## src/logic/isaPkg.sv

```systemverilog
// types shared by the decode stage RTL and its testbench
// opcode values follow the 16-bit teaching ISA and cover only the supported subset
// ctrlT and aluCtlT are the bundles seen on the decode outputs
// enum value zero is always the inactive choice so a NOP decodes to all zeros
`default_nettype none

package isaPkg;

   // major opcode held in instruction[15:11]
   typedef enum logic [4:0] {
      opHalt  = 5'b00000,
      opNop   = 5'b00001,
      opJ     = 5'b00100,
      opJr    = 5'b00101,
      opJal   = 5'b00110,
      opAddi  = 5'b01000,
      opSubi  = 5'b01001,
      opXori  = 5'b01010,
      opAndni = 5'b01011,
      opBeqz  = 5'b01100,
      opBnez  = 5'b01101,
      opSt    = 5'b10000,
      opLd    = 5'b10001,
      opSlbi  = 5'b10010,
      opStu   = 5'b10011,
      opLbi   = 5'b11000,
      opRfmt  = 5'b11011    // add/sub/xor/andn picked by funct bits
   } opcodeT;

   // ALU class as seen by the opcode decoder
   typedef enum logic [2:0] {
      selAdd   = 3'd0,
      selSub   = 3'd1,
      selXor   = 3'd2,
      selAndn  = 3'd3,
      selFunct = 3'd4,      // resolve from instruction[1:0]
      selPassB = 3'd5       // operand B straight through
   } aluSelT;

   // operation actually performed by the ALU
   typedef enum logic [1:0] {
      aluAdd   = 2'd0,
      aluXor   = 2'd1,
      aluAndn  = 2'd2,
      aluPassB = 2'd3
   } aluOpT;

   // sub is add with ~A and carry in, giving B - A
   typedef struct packed {
      aluOpT aluOp;
      logic  invA;
      logic  invB;
      logic  cin;
   } aluCtlT;

   typedef enum logic [1:0] {bReg, bImm5, bImm11, bZero} bSrcT;       // operand B source

   typedef enum logic [1:0] {destRs, destRt, destRd, destR7} destSelT; // write register

   typedef enum logic [1:0] {wbAlu, wbMem, wbPcPlus2} wbSelT;         // writeback source

   typedef enum logic [1:0] {brchNone, brchEqz, brchNez} brchT;

   // control bundle leaving the decode stage
   typedef struct packed {
      logic  aluJmp;        // JR target comes from the ALU
      logic  slbiSel;       // shift Rs left by 8 before the or
      logic  createDump;    // HALT
      logic  memWrt;
      brchT  brchSig;
      wbSelT wbDataSel;
      logic  immSrc;        // PC adds imm11 instead of the branch offset
   } ctrlT;

   localparam ctrlT ctrlNone = '0;  // every control inactive

endpackage

`default_nettype wire
```

## src/logic/decode.sv

```systemverilog
// decode stage top of the 16-bit teaching processor
// every output is combinational from instruction and wbData
// only the register write waits for the rising clk edge
// err flags an illegal opcode and nothing else
`timescale 1ns/1ps
`default_nettype none

module decode (
   input  logic           clk,
   input  logic           rstN,
   input  logic [15:0]    instruction,
   input  logic [15:0]    wbData,      // result from writeback
   output isaPkg::ctrlT   ctrl,
   output isaPkg::aluCtlT aluCtl,
   output logic [15:0]    imm8,
   output logic [15:0]    imm11,
   output logic [15:0]    inA,
   output logic [15:0]    inB,
   output logic [15:0]    wrtData,     // memory store data
   output logic           err
);
   import isaPkg::*;

   aluSelT      aluSel;
   bSrcT        bSrc;
   destSelT     destSel;
   logic        zeroSel;
   logic        stuSel;
   logic        regWrt;
   logic [2:0]  writeSel;
   logic [15:0] imm5;
   logic [15:0] regB;                 // Rt register value

   controlUnit ctrlUnit (
      .instruction (instruction),
      .ctrl        (ctrl),
      .aluSel      (aluSel),
      .bSrc        (bSrc),
      .destSel     (destSel),
      .zeroSel     (zeroSel),
      .stuSel      (stuSel),
      .regWrt      (regWrt),
      .err         (err)
   );

   aluOpDecode aluDec (
      .aluSel (aluSel),
      .funct  (instruction[1:0]),
      .aluCtl (aluCtl)
   );

   // immediates
   assign imm5  = zeroSel ? {11'b0, instruction[4:0]} : {{11{instruction[4]}}, instruction[4:0]};
   assign imm8  = zeroSel ? {8'b0, instruction[7:0]} : {{8{instruction[7]}}, instruction[7:0]};
   assign imm11 = {{5{instruction[10]}}, instruction[10:0]};   // always signed

   // destination register
   always_comb begin
      case (destSel)
         destRs:  writeSel = instruction[10:8];
         destRt:  writeSel = instruction[7:5];
         destRd:  writeSel = instruction[4:2];
         default: writeSel = 3'd7;    // JAL link register
      endcase
   end

   regFileBypass regFile (
      .clk       (clk),
      .rstN      (rstN),
      .readASel  (instruction[10:8]),
      .readBSel  (instruction[7:5]),
      .writeSel  (writeSel),
      .writeData (wbData),
      .writeEn   (regWrt),
      .readA     (inA),
      .readB     (regB)
   );

   // operand B
   always_comb begin
      case (bSrc)
         bReg:    inB = regB;
         bImm5:   inB = imm5;
         bImm11:  inB = imm11;
         default: inB = '0;
      endcase
   end

   assign wrtData = stuSel ? regB : inB;   // STU stores Rt

endmodule

`default_nettype wire

```

## src/logic/regFileBypass.sv

```systemverilog
// eight 16-bit registers with two read ports and one write port
// a read of the register being written returns the write data in the same cycle
// rstN clears every register asynchronously
`timescale 1ns/1ps
`default_nettype none

module regFileBypass (
   input  logic        clk,
   input  logic        rstN,
   input  logic [2:0]  readASel,
   input  logic [2:0]  readBSel,
   input  logic [2:0]  writeSel,
   input  logic [15:0] writeData,
   input  logic        writeEn,
   output logic [15:0] readA,
   output logic [15:0] readB
);
   localparam int regCount = 8;     // fixed by the ISA

   logic [15:0] regs [regCount];
   logic        bypassA;
   logic        bypassB;

   // write port
   always_ff @(posedge clk or negedge rstN) begin
      if (!rstN) begin
         for (int i = 0; i < regCount; i++) begin
            regs[i] <= '0;
         end
      end else if (writeEn) begin
         regs[writeSel] <= writeData;
      end
   end

   // write-through so a consumer in the same cycle sees the new value
   assign bypassA = writeEn && (readASel == writeSel);
   assign bypassB = writeEn && (readBSel == writeSel);

   assign readA = bypassA ? writeData : regs[readASel];
   assign readB = bypassB ? writeData : regs[readBSel];

endmodule

`default_nettype wire

```

## src/logic/aluOpDecode.sv

```systemverilog
// turns the ALU class from the opcode decoder into ALU control bits
// R-format funct codes 00 01 10 11 select add sub xor andn
// subtract computes B - A by inverting A with carry in set
`timescale 1ns/1ps
`default_nettype none

module aluOpDecode (
   input  isaPkg::aluSelT aluSel,
   input  logic [1:0]     funct,     // instruction[1:0]
   output isaPkg::aluCtlT aluCtl
);
   import isaPkg::*;

   aluSelT aluClass;                 // class after funct resolution

   always_comb begin
      aluClass = aluSel;
      if (aluSel == selFunct) begin
         case (funct)
            2'b00:   aluClass = selAdd;
            2'b01:   aluClass = selSub;
            2'b10:   aluClass = selXor;
            default: aluClass = selAndn;
         endcase
      end
   end

   // expand the class into op and operand conditioning
   always_comb begin
      aluCtl = '{aluOp: aluAdd, invA: 1'b0, invB: 1'b0, cin: 1'b0};
      case (aluClass)
         selSub: begin
            aluCtl.invA = 1'b1;
            aluCtl.cin  = 1'b1;      // two's complement of A
         end
         selXor:   aluCtl.aluOp = aluXor;
         selAndn: begin
            aluCtl.aluOp = aluAndn;
            aluCtl.invB  = 1'b1;     // A and not B
         end
         selPassB: aluCtl.aluOp = aluPassB;
         default: ;                  // plain add
      endcase
   end

endmodule

`default_nettype wire

```

## src/logic/controlUnit.sv

```systemverilog
// main opcode decoder of the decode stage
// purely combinational decode of instruction[15:11]
// unlisted opcodes raise err and never write the register file
`timescale 1ns/1ps
`default_nettype none

module controlUnit (
   input  logic [15:0]     instruction,
   output isaPkg::ctrlT    ctrl,
   output isaPkg::aluSelT  aluSel,
   output isaPkg::bSrcT    bSrc,
   output isaPkg::destSelT destSel,
   output logic            zeroSel,    // zero extend imm5 and imm8
   output logic            stuSel,     // store data comes from Rt register
   output logic            regWrt,
   output logic            err
);
   import isaPkg::*;

   opcodeT opcode;

   assign opcode = opcodeT'(instruction[15:11]);

   // one table for every opcode
   // defaults describe a NOP and each entry only overrides what differs
   always_comb begin
      ctrl    = ctrlNone;
      aluSel  = selAdd;
      bSrc    = bReg;
      destSel = destRs;
      zeroSel = 1'b0;
      stuSel  = 1'b0;
      regWrt  = 1'b0;
      err     = 1'b0;

      case (opcode)
         opHalt: ctrl.createDump = 1'b1;
         opNop: ;                          // all defaults

         // I-format 1 arithmetic, Rt gets Rs op imm5
         opAddi: begin
            destSel = destRt;
            bSrc    = bImm5;
            regWrt  = 1'b1;
         end
         opSubi: begin
            aluSel  = selSub;              // imm5 - Rs
            destSel = destRt;
            bSrc    = bImm5;
            regWrt  = 1'b1;
         end
         opXori: begin
            aluSel  = selXor;
            destSel = destRt;
            bSrc    = bImm5;
            zeroSel = 1'b1;                // logical ops take unsigned imm
            regWrt  = 1'b1;
         end
         opAndni: begin
            aluSel  = selAndn;
            destSel = destRt;
            bSrc    = bImm5;
            zeroSel = 1'b1;
            regWrt  = 1'b1;
         end

         // memory ops address with Rs + imm5
         opSt: begin
            ctrl.memWrt = 1'b1;
            bSrc        = bImm5;
         end
         opLd: begin
            ctrl.wbDataSel = wbMem;
            bSrc           = bImm5;
            destSel        = destRt;
            regWrt         = 1'b1;
         end
         opStu: begin
            ctrl.memWrt = 1'b1;
            stuSel      = 1'b1;
            bSrc        = bImm5;
            destSel     = destRs;          // updated address back to Rs
            regWrt      = 1'b1;
         end

         // byte immediates go through the ALU as operand B
         opLbi: begin
            aluSel  = selPassB;
            destSel = destRs;
            regWrt  = 1'b1;
         end
         opSlbi: begin
            ctrl.slbiSel = 1'b1;
            aluSel       = selPassB;
            zeroSel      = 1'b1;
            destSel      = destRs;
            regWrt       = 1'b1;
         end

         opRfmt: begin
            aluSel  = selFunct;
            bSrc    = bReg;
            destSel = destRd;
            regWrt  = 1'b1;
         end

         opBeqz: ctrl.brchSig = brchEqz;
         opBnez: ctrl.brchSig = brchNez;

         opJ: begin
            ctrl.immSrc = 1'b1;
            bSrc        = bImm11;
         end
         opJal: begin
            ctrl.immSrc    = 1'b1;
            ctrl.wbDataSel = wbPcPlus2;    // link address
            bSrc           = bImm11;
            destSel        = destR7;
            regWrt         = 1'b1;
         end
         opJr: ctrl.aluJmp = 1'b1;         // target is Rs + imm8

         default: begin
            err    = 1'b1;
            regWrt = 1'b0;                 // illegal op leaves state alone
         end
      endcase
   end

endmodule

`default_nettype wire

```

## config.mk

```make
export PLATFORM = sky130hd
export DESIGN_NAME = decode
export DESIGN_NICKNAME = d
export VERILOG_FILES = /design/src/logic/isaPkg.sv /design/src/logic/decode.sv /design/src/logic/regFileBypass.sv /design/src/logic/aluOpDecode.sv /design/src/logic/controlUnit.sv
export SDC_FILE = /design/constraint.sdc
export NUM_CORES = 1
export LEC_CHECK = 0
export ABC_CLOCK_PERIOD_IN_PS = 7500
export BUFFER_PORTS_ARGS = -buffer_cell sky130_fd_sc_hd__buf_2
export CORE_MARGIN = 2
export CORE_UTILIZATION = 55
export CTS_BUF_LIST = sky130_fd_sc_hd__clkbuf_8
export CTS_CLUSTER_SIZE = 14
export DETAILED_ROUTE_END_ITERATION = 16
export PLACE_DENSITY = 0.77
export RECOVER_POWER = 100
export SLEW_MARGIN = 20
export SYNTH_ARGS = -nofsm -noshare
export SYNTH_HDL_FRONTEND = slang
export SYNTH_SLANG_ARGS = --single-unit
```

## constraint.sdc

```tcl
create_clock -name clk -period 7.5 [get_ports clk]
set_clock_uncertainty 0.2 [all_clocks]
set_input_delay 0.75 -clock clk [delete_from_list [all_inputs] [get_ports clk]]
set_output_delay 0.75 -clock clk [all_outputs]
set_load 0.01 [all_outputs]
```

==> flow_summary.html <==
<table>
<tr><th>Metric</th><th>Value</th></tr>
<tr><th colspan="2">Status</th></tr>
<tr><td>Status</td><td>complete, but fails checks</td></tr>
<tr><td>Failing checks</td><td>max-capacitance violations, max-slew violations</td></tr>
<tr><th colspan="2">GRT</th></tr>
<tr><td>Met1 usage</td><td>0.384</td></tr>
<tr><td>Overall routing resource usage</td><td>0.292</td></tr>
<tr><td>Maximum number of pins on one net before global-route repair</td><td>89</td></tr>
<tr><td>Met3 routing resource usage after global routing</td><td>0.0636</td></tr>
<tr><td>Peak-usage layer in the global routing report</td><td>met2</td></tr>
<tr><td>Met2 GRT Util</td><td>0.479</td></tr>
<tr><td>Total global routing overflow</td><td>0</td></tr>
<tr><td>First-pass GRT wire length</td><td>between 30000 and 40000 um</td></tr>
<tr><td>Antenna violations before repair</td><td>0</td></tr>
<tr><td>Vias in the first global route</td><td>roughly 6.5k</td></tr>
<tr><th colspan="2">Power and ir drop</th></tr>
<tr><td>IR drop worst, VDD</td><td>0.133 mV</td></tr>
<tr><td>Leak</td><td>approximately 3.7 nW</td></tr>
<tr><td>Power consumption</td><td>slightly below 3 mW</td></tr>
<tr><td>Power density over the cells</td><td>318 nW/um^2</td></tr>
<tr><th colspan="2">Floorplan</th></tr>
<tr><td>Y dimension of the die</td><td>approximately 130 um</td></tr>
<tr><td>Horizontal die dimension</td><td>around 130 um</td></tr>
<tr><td>I/O pin total</td><td>~130</td></tr>
<tr><td>Starting density of the core</td><td>0.561</td></tr>
<tr><td>Area enclosed by the die boundary</td><td>between 15000 and 20000 um^2</td></tr>
<tr><td>Standard-cell row count</td><td>45</td></tr>
<tr><td>Core region area</td><td>~15000 um^2</td></tr>
<tr><th colspan="2">Route</th></tr>
<tr><td>Number of vias per cell after detailed routing</td><td>6.92</td></tr>
<tr><td>Number of DRC violations after detailed routing</td><td>0</td></tr>
<tr><td>Number of detailed-routing iterations run before antenna repair</td><td>4</td></tr>
<tr><td>DRT Wirelength</td><td>23400 um</td></tr>
<tr><td>Vias post-DR</td><td>~6.4k</td></tr>
<tr><td>Drt initial violations</td><td>597</td></tr>
<tr><td>Antenna Violating Nets Remaining</td><td>0</td></tr>
<tr><td>Average wire length per cell after detail routing</td><td>approximately 25 um</td></tr>
<tr><th colspan="2">Clock network</th></tr>
<tr><td>CTS tree</td><td>built</td></tr>
<tr><td>Clk pin slew, worst setup/hold paths</td><td>about 0.070 ns</td></tr>
<tr><td>Maximum count of clock buffers along a single path</td><td>2</td></tr>
<tr><td>Count of clock tree sinks</td><td>128</td></tr>
<tr><td>Post-CTS setup-driven buffer insertion count</td><td>0</td></tr>
<tr><td>TritonCTS buffer count</td><td>17</td></tr>
<tr><td>Resized cells post-CTS</td><td>0</td></tr>
<tr><td>Buffer type at the clock tree root</td><td>sky130_fd_sc_hd__clkbuf_8</td></tr>
<tr><td>Number of H-tree branching levels</td><td>4</td></tr>
<tr><td>Skew-Pair Late Insertion Delay</td><td>0.44 ns</td></tr>
<tr><td>Number of buffers inserted by hold repair at cts</td><td>0</td></tr>
<tr><th colspan="2">Yosys</th></tr>
<tr><td>Area of the mapped netlist</td><td>8530 um^2</td></tr>
<tr><td>Area fraction of the dominant cell type after synthesis</td><td>0.376</td></tr>
<tr><td>Most common cell in the synthesized netlist</td><td>sky130_fd_sc_hd__mux2_2</td></tr>
<tr><td>Warnings from Yosys</td><td>0</td></tr>
<tr><td>Seq/Total Area, Yosys</td><td>0.376</td></tr>
<tr><td>Number of synthesized flops with an enable pin</td><td>0</td></tr>
<tr><td>Count of mapped cells out of synthesis</td><td>between 600 and 700</td></tr>
<tr><td>Number of storage elements in the synthesis netlist</td><td>about 130</td></tr>
<tr><td>Syn avg cell area</td><td>about 13 um^2</td></tr>
<tr><td>Proportion of register bits with asynchronous set or reset after synthesis</td><td>1.00</td></tr>
<tr><td>Number of unique standard cell types used by synthesis</td><td>just over 60</td></tr>
<tr><td>Synthesized Nets</td><td>696</td></tr>
<tr><td>Yosys top cell by area</td><td>sky130_fd_sc_hd__dfrtp_1</td></tr>
<tr><td>Cell types with the highest counts after synthesis</td><td>136 x sky130_fd_sc_hd__mux2_2, 128 x sky130_fd_sc_hd__dfrtp_1, 64 x sky130_fd_sc_hd__mux4_2</td></tr>
<tr><td>Largest cells by area after synthesis</td><td>sky130_fd_sc_hd__dfrtp_1 38%, sky130_fd_sc_hd__mux2_2 18%, sky130_fd_sc_hd__mux4_2 17%</td></tr>
<tr><td>Prevailing post-synth register cell</td><td>sky130_fd_sc_hd__dfrtp_1</td></tr>
<tr><th colspan="2">Setup path</th></tr>
<tr><td>Cell breakdown of the critical path</td><td>clkbuf_1 -&gt; nor2b_1 -&gt; a32o_1 -&gt; a311o_1 -&gt; nor3_2 -&gt; o32ai_1 -&gt; o32ai_1 -&gt; clkbuf_1</td></tr>
<tr><td>Data required time of the worst path</td><td>between 6 and 7 ns</td></tr>
<tr><td>Startpoint type of the worst setup path</td><td>primary input</td></tr>
<tr><td>Crit path max-delay family</td><td>buffers and inverters</td></tr>
<tr><td>Startpoint-to-endpoint class of the critical path</td><td>primary input to primary output</td></tr>
<tr><td>Buffers &amp; Inverters on Critical Path</td><td>2</td></tr>
<tr><td>Largest stage delay, worst path</td><td>1.86 ns</td></tr>
<tr><td>Worst path slowest cell</td><td>sky130_fd_sc_hd__clkbuf_1</td></tr>
<tr><td>Crit. End Element</td><td>primary output</td></tr>
<tr><td>Arrival time at the worst endpoint</td><td>about 5.2 ns</td></tr>
<tr><td>Largest driver fanout on the critical path</td><td>40</td></tr>
<tr><th colspan="2">Place</th></tr>
<tr><td>Final weighted congestion in routability-driven placement</td><td>~0.89</td></tr>
<tr><td>Total of buffers placed on input and output ports</td><td>approximately 130</td></tr>
<tr><td>Final HPWL DP</td><td>~15000 um</td></tr>
<tr><td>Post-placement cell count</td><td>roughly 900</td></tr>
<tr><td>Cell area after placement</td><td>~9000 um^2</td></tr>
<tr><th colspan="2">Cells and area</th></tr>
<tr><td>Number of flip-flops in the largest register</td><td>approximately 130</td></tr>
<tr><td>Area growth from synthesis to final layout</td><td>7.56%</td></tr>
<tr><td>Post-layout instance area</td><td>between 9000 and 10000 um^2</td></tr>
<tr><td>Share of final-layout standard cells stronger than drive strength 1</td><td>0.405</td></tr>
<tr><td>Non-filler cells, final</td><td>about 900</td></tr>
<tr><td>Total number of nets in the final design</td><td>758</td></tr>
<tr><td>Antenna diodes</td><td>0</td></tr>
<tr><td>Top reg by flops</td><td>regFile.regs</td></tr>
<tr><td>Registers with the most flip-flops</td><td>regFile.regs x128</td></tr>
<tr><th colspan="2">Timing</th></tr>
<tr><td>Max-slew violation total from the final report</td><td>269</td></tr>
<tr><td>Maximum clock frequency</td><td>0.164 GHz</td></tr>
<tr><td>Setup repair after global routing missed its margin</td><td>false</td></tr>
<tr><td>Number of setup violations in the final report</td><td>0</td></tr>
<tr><td>Aggregate negative setup slack</td><td>0 ns</td></tr>
<tr><td>Slew at the pin closest to its max-slew limit</td><td>between 3 and 4 ns</td></tr>
<tr><td>Normalized max-slew margin</td><td>-1.21</td></tr>
<tr><td>Final critical-path share of the clock period</td><td>0.813</td></tr>
<tr><td>Minimum clock period</td><td>about 6.1 ns</td></tr>
<tr><td>Count of endpoints failing hold in the final timing report</td><td>0</td></tr>
<tr><th colspan="2">Job</th></tr>
<tr><td>Max-cap check violation count</td><td>9</td></tr>
<tr><th colspan="2">Hold path</th></tr>
<tr><td>Min-Delay Path Class</td><td>register to register</td></tr>
</table>
-- per-stage QoR --
stage	utilization	hold slack, ns	worst slack [ns]
2_1_floorplan	-	0.254	3.29
3_3_place_gp	0.589	0.286	2.61
3_5_place_dp	0.589	0.304	2.48
4_1_cts	0.617	0.0779	2.46
5_1_grt	0.603	0.340	1.18
6_report	0.603	0.327	1.40
-- final cells by class --
cell class | instances | area, um^2
inverters | 10 | 37.5
clock buffers | 21 | 289
repair buffers | 136 | 579
fillers | 1265 | 6030
multi-input cells | 431 | 4690
clock inverters | 8 | 138
well taps | 188 | 235
flip-flops and latches | 128 | 3200
-- logic make-up (layout without fill, tap and decap cells) --
| group | count (synthesis) | after routing | share of synthesized area |
|---|---|---|---|
| mux | 224 | 224 | 0.385 |
| flops | 128 | 128 | 0.376 |
| compound gates | 115 | 115 | 0.111 |
| simple gates | 92 | 92 | 0.0632 |
| buf+inv | 103 | 175 | 0.0652 |
-- power breakdown --
part / internal (mW) / switching [mW] / total [mW]
combinational: 0.640 / 0.431 / 1.07
clock: 0.389 / 0.257 / 0.646
sequential: 0.982 / 0.216 / 1.20
total: 2.01 / 0.904 / 2.91
-- cell usage in the layout, fill, tap and decap left out, types with 14 or more instances in the layout --
master / instances
sky130_fd_sc_hd__dfrtp_1: 128
sky130_fd_sc_hd__a21oi_1: 22
sky130_fd_sc_hd__nor2_1: 18
sky130_fd_sc_hd__mux2_2: 133
sky130_fd_sc_hd__mux2_1: 27
sky130_fd_sc_hd__buf_2: 43
sky130_fd_sc_hd__clkbuf_1: 90
sky130_fd_sc_hd__clkbuf_8: 21
sky130_fd_sc_hd__nand2b_1: 14
sky130_fd_sc_hd__nand2_1: 15
sky130_fd_sc_hd__mux4_2: 64
-- final timing paths --
kind | from | endpoint | slack, ns | depth (start not counted)
max in group asynchronous | rstN | regFile.regs[27]$_DFFE_PN0P_ | 4.59 | 2
worst max-delay path | instruction[6] | wrtData[7] | 1.40 | 8
worst max register to register | regFile.regs[110]$_DFFE_PN0P_ | regFile.regs[110]$_DFFE_PN0P_ | 6.45 | 1
min in group asynchronous | rstN | regFile.regs[68]$_DFFE_PN0P_ | 0.78 | 1
worst min-delay path | regFile.regs[104]$_DFFE_PN0P_ | regFile.regs[104]$_DFFE_PN0P_ | 0.33 | 1
worst min register to register | regFile.regs[104]$_DFFE_PN0P_ | regFile.regs[104]$_DFFE_PN0P_ | 0.33 | 1
-- per-layer routing --
metal | share of wire | up-vias
li1 | - | 2665
met1 | 0.41 | 3295
met2 | 0.48 | 361
met3 | 0.079 | 61
met4 | 0.030 | 0
met5 | 0 | -
Note: power is estimated with default switching activity, not from simulation.
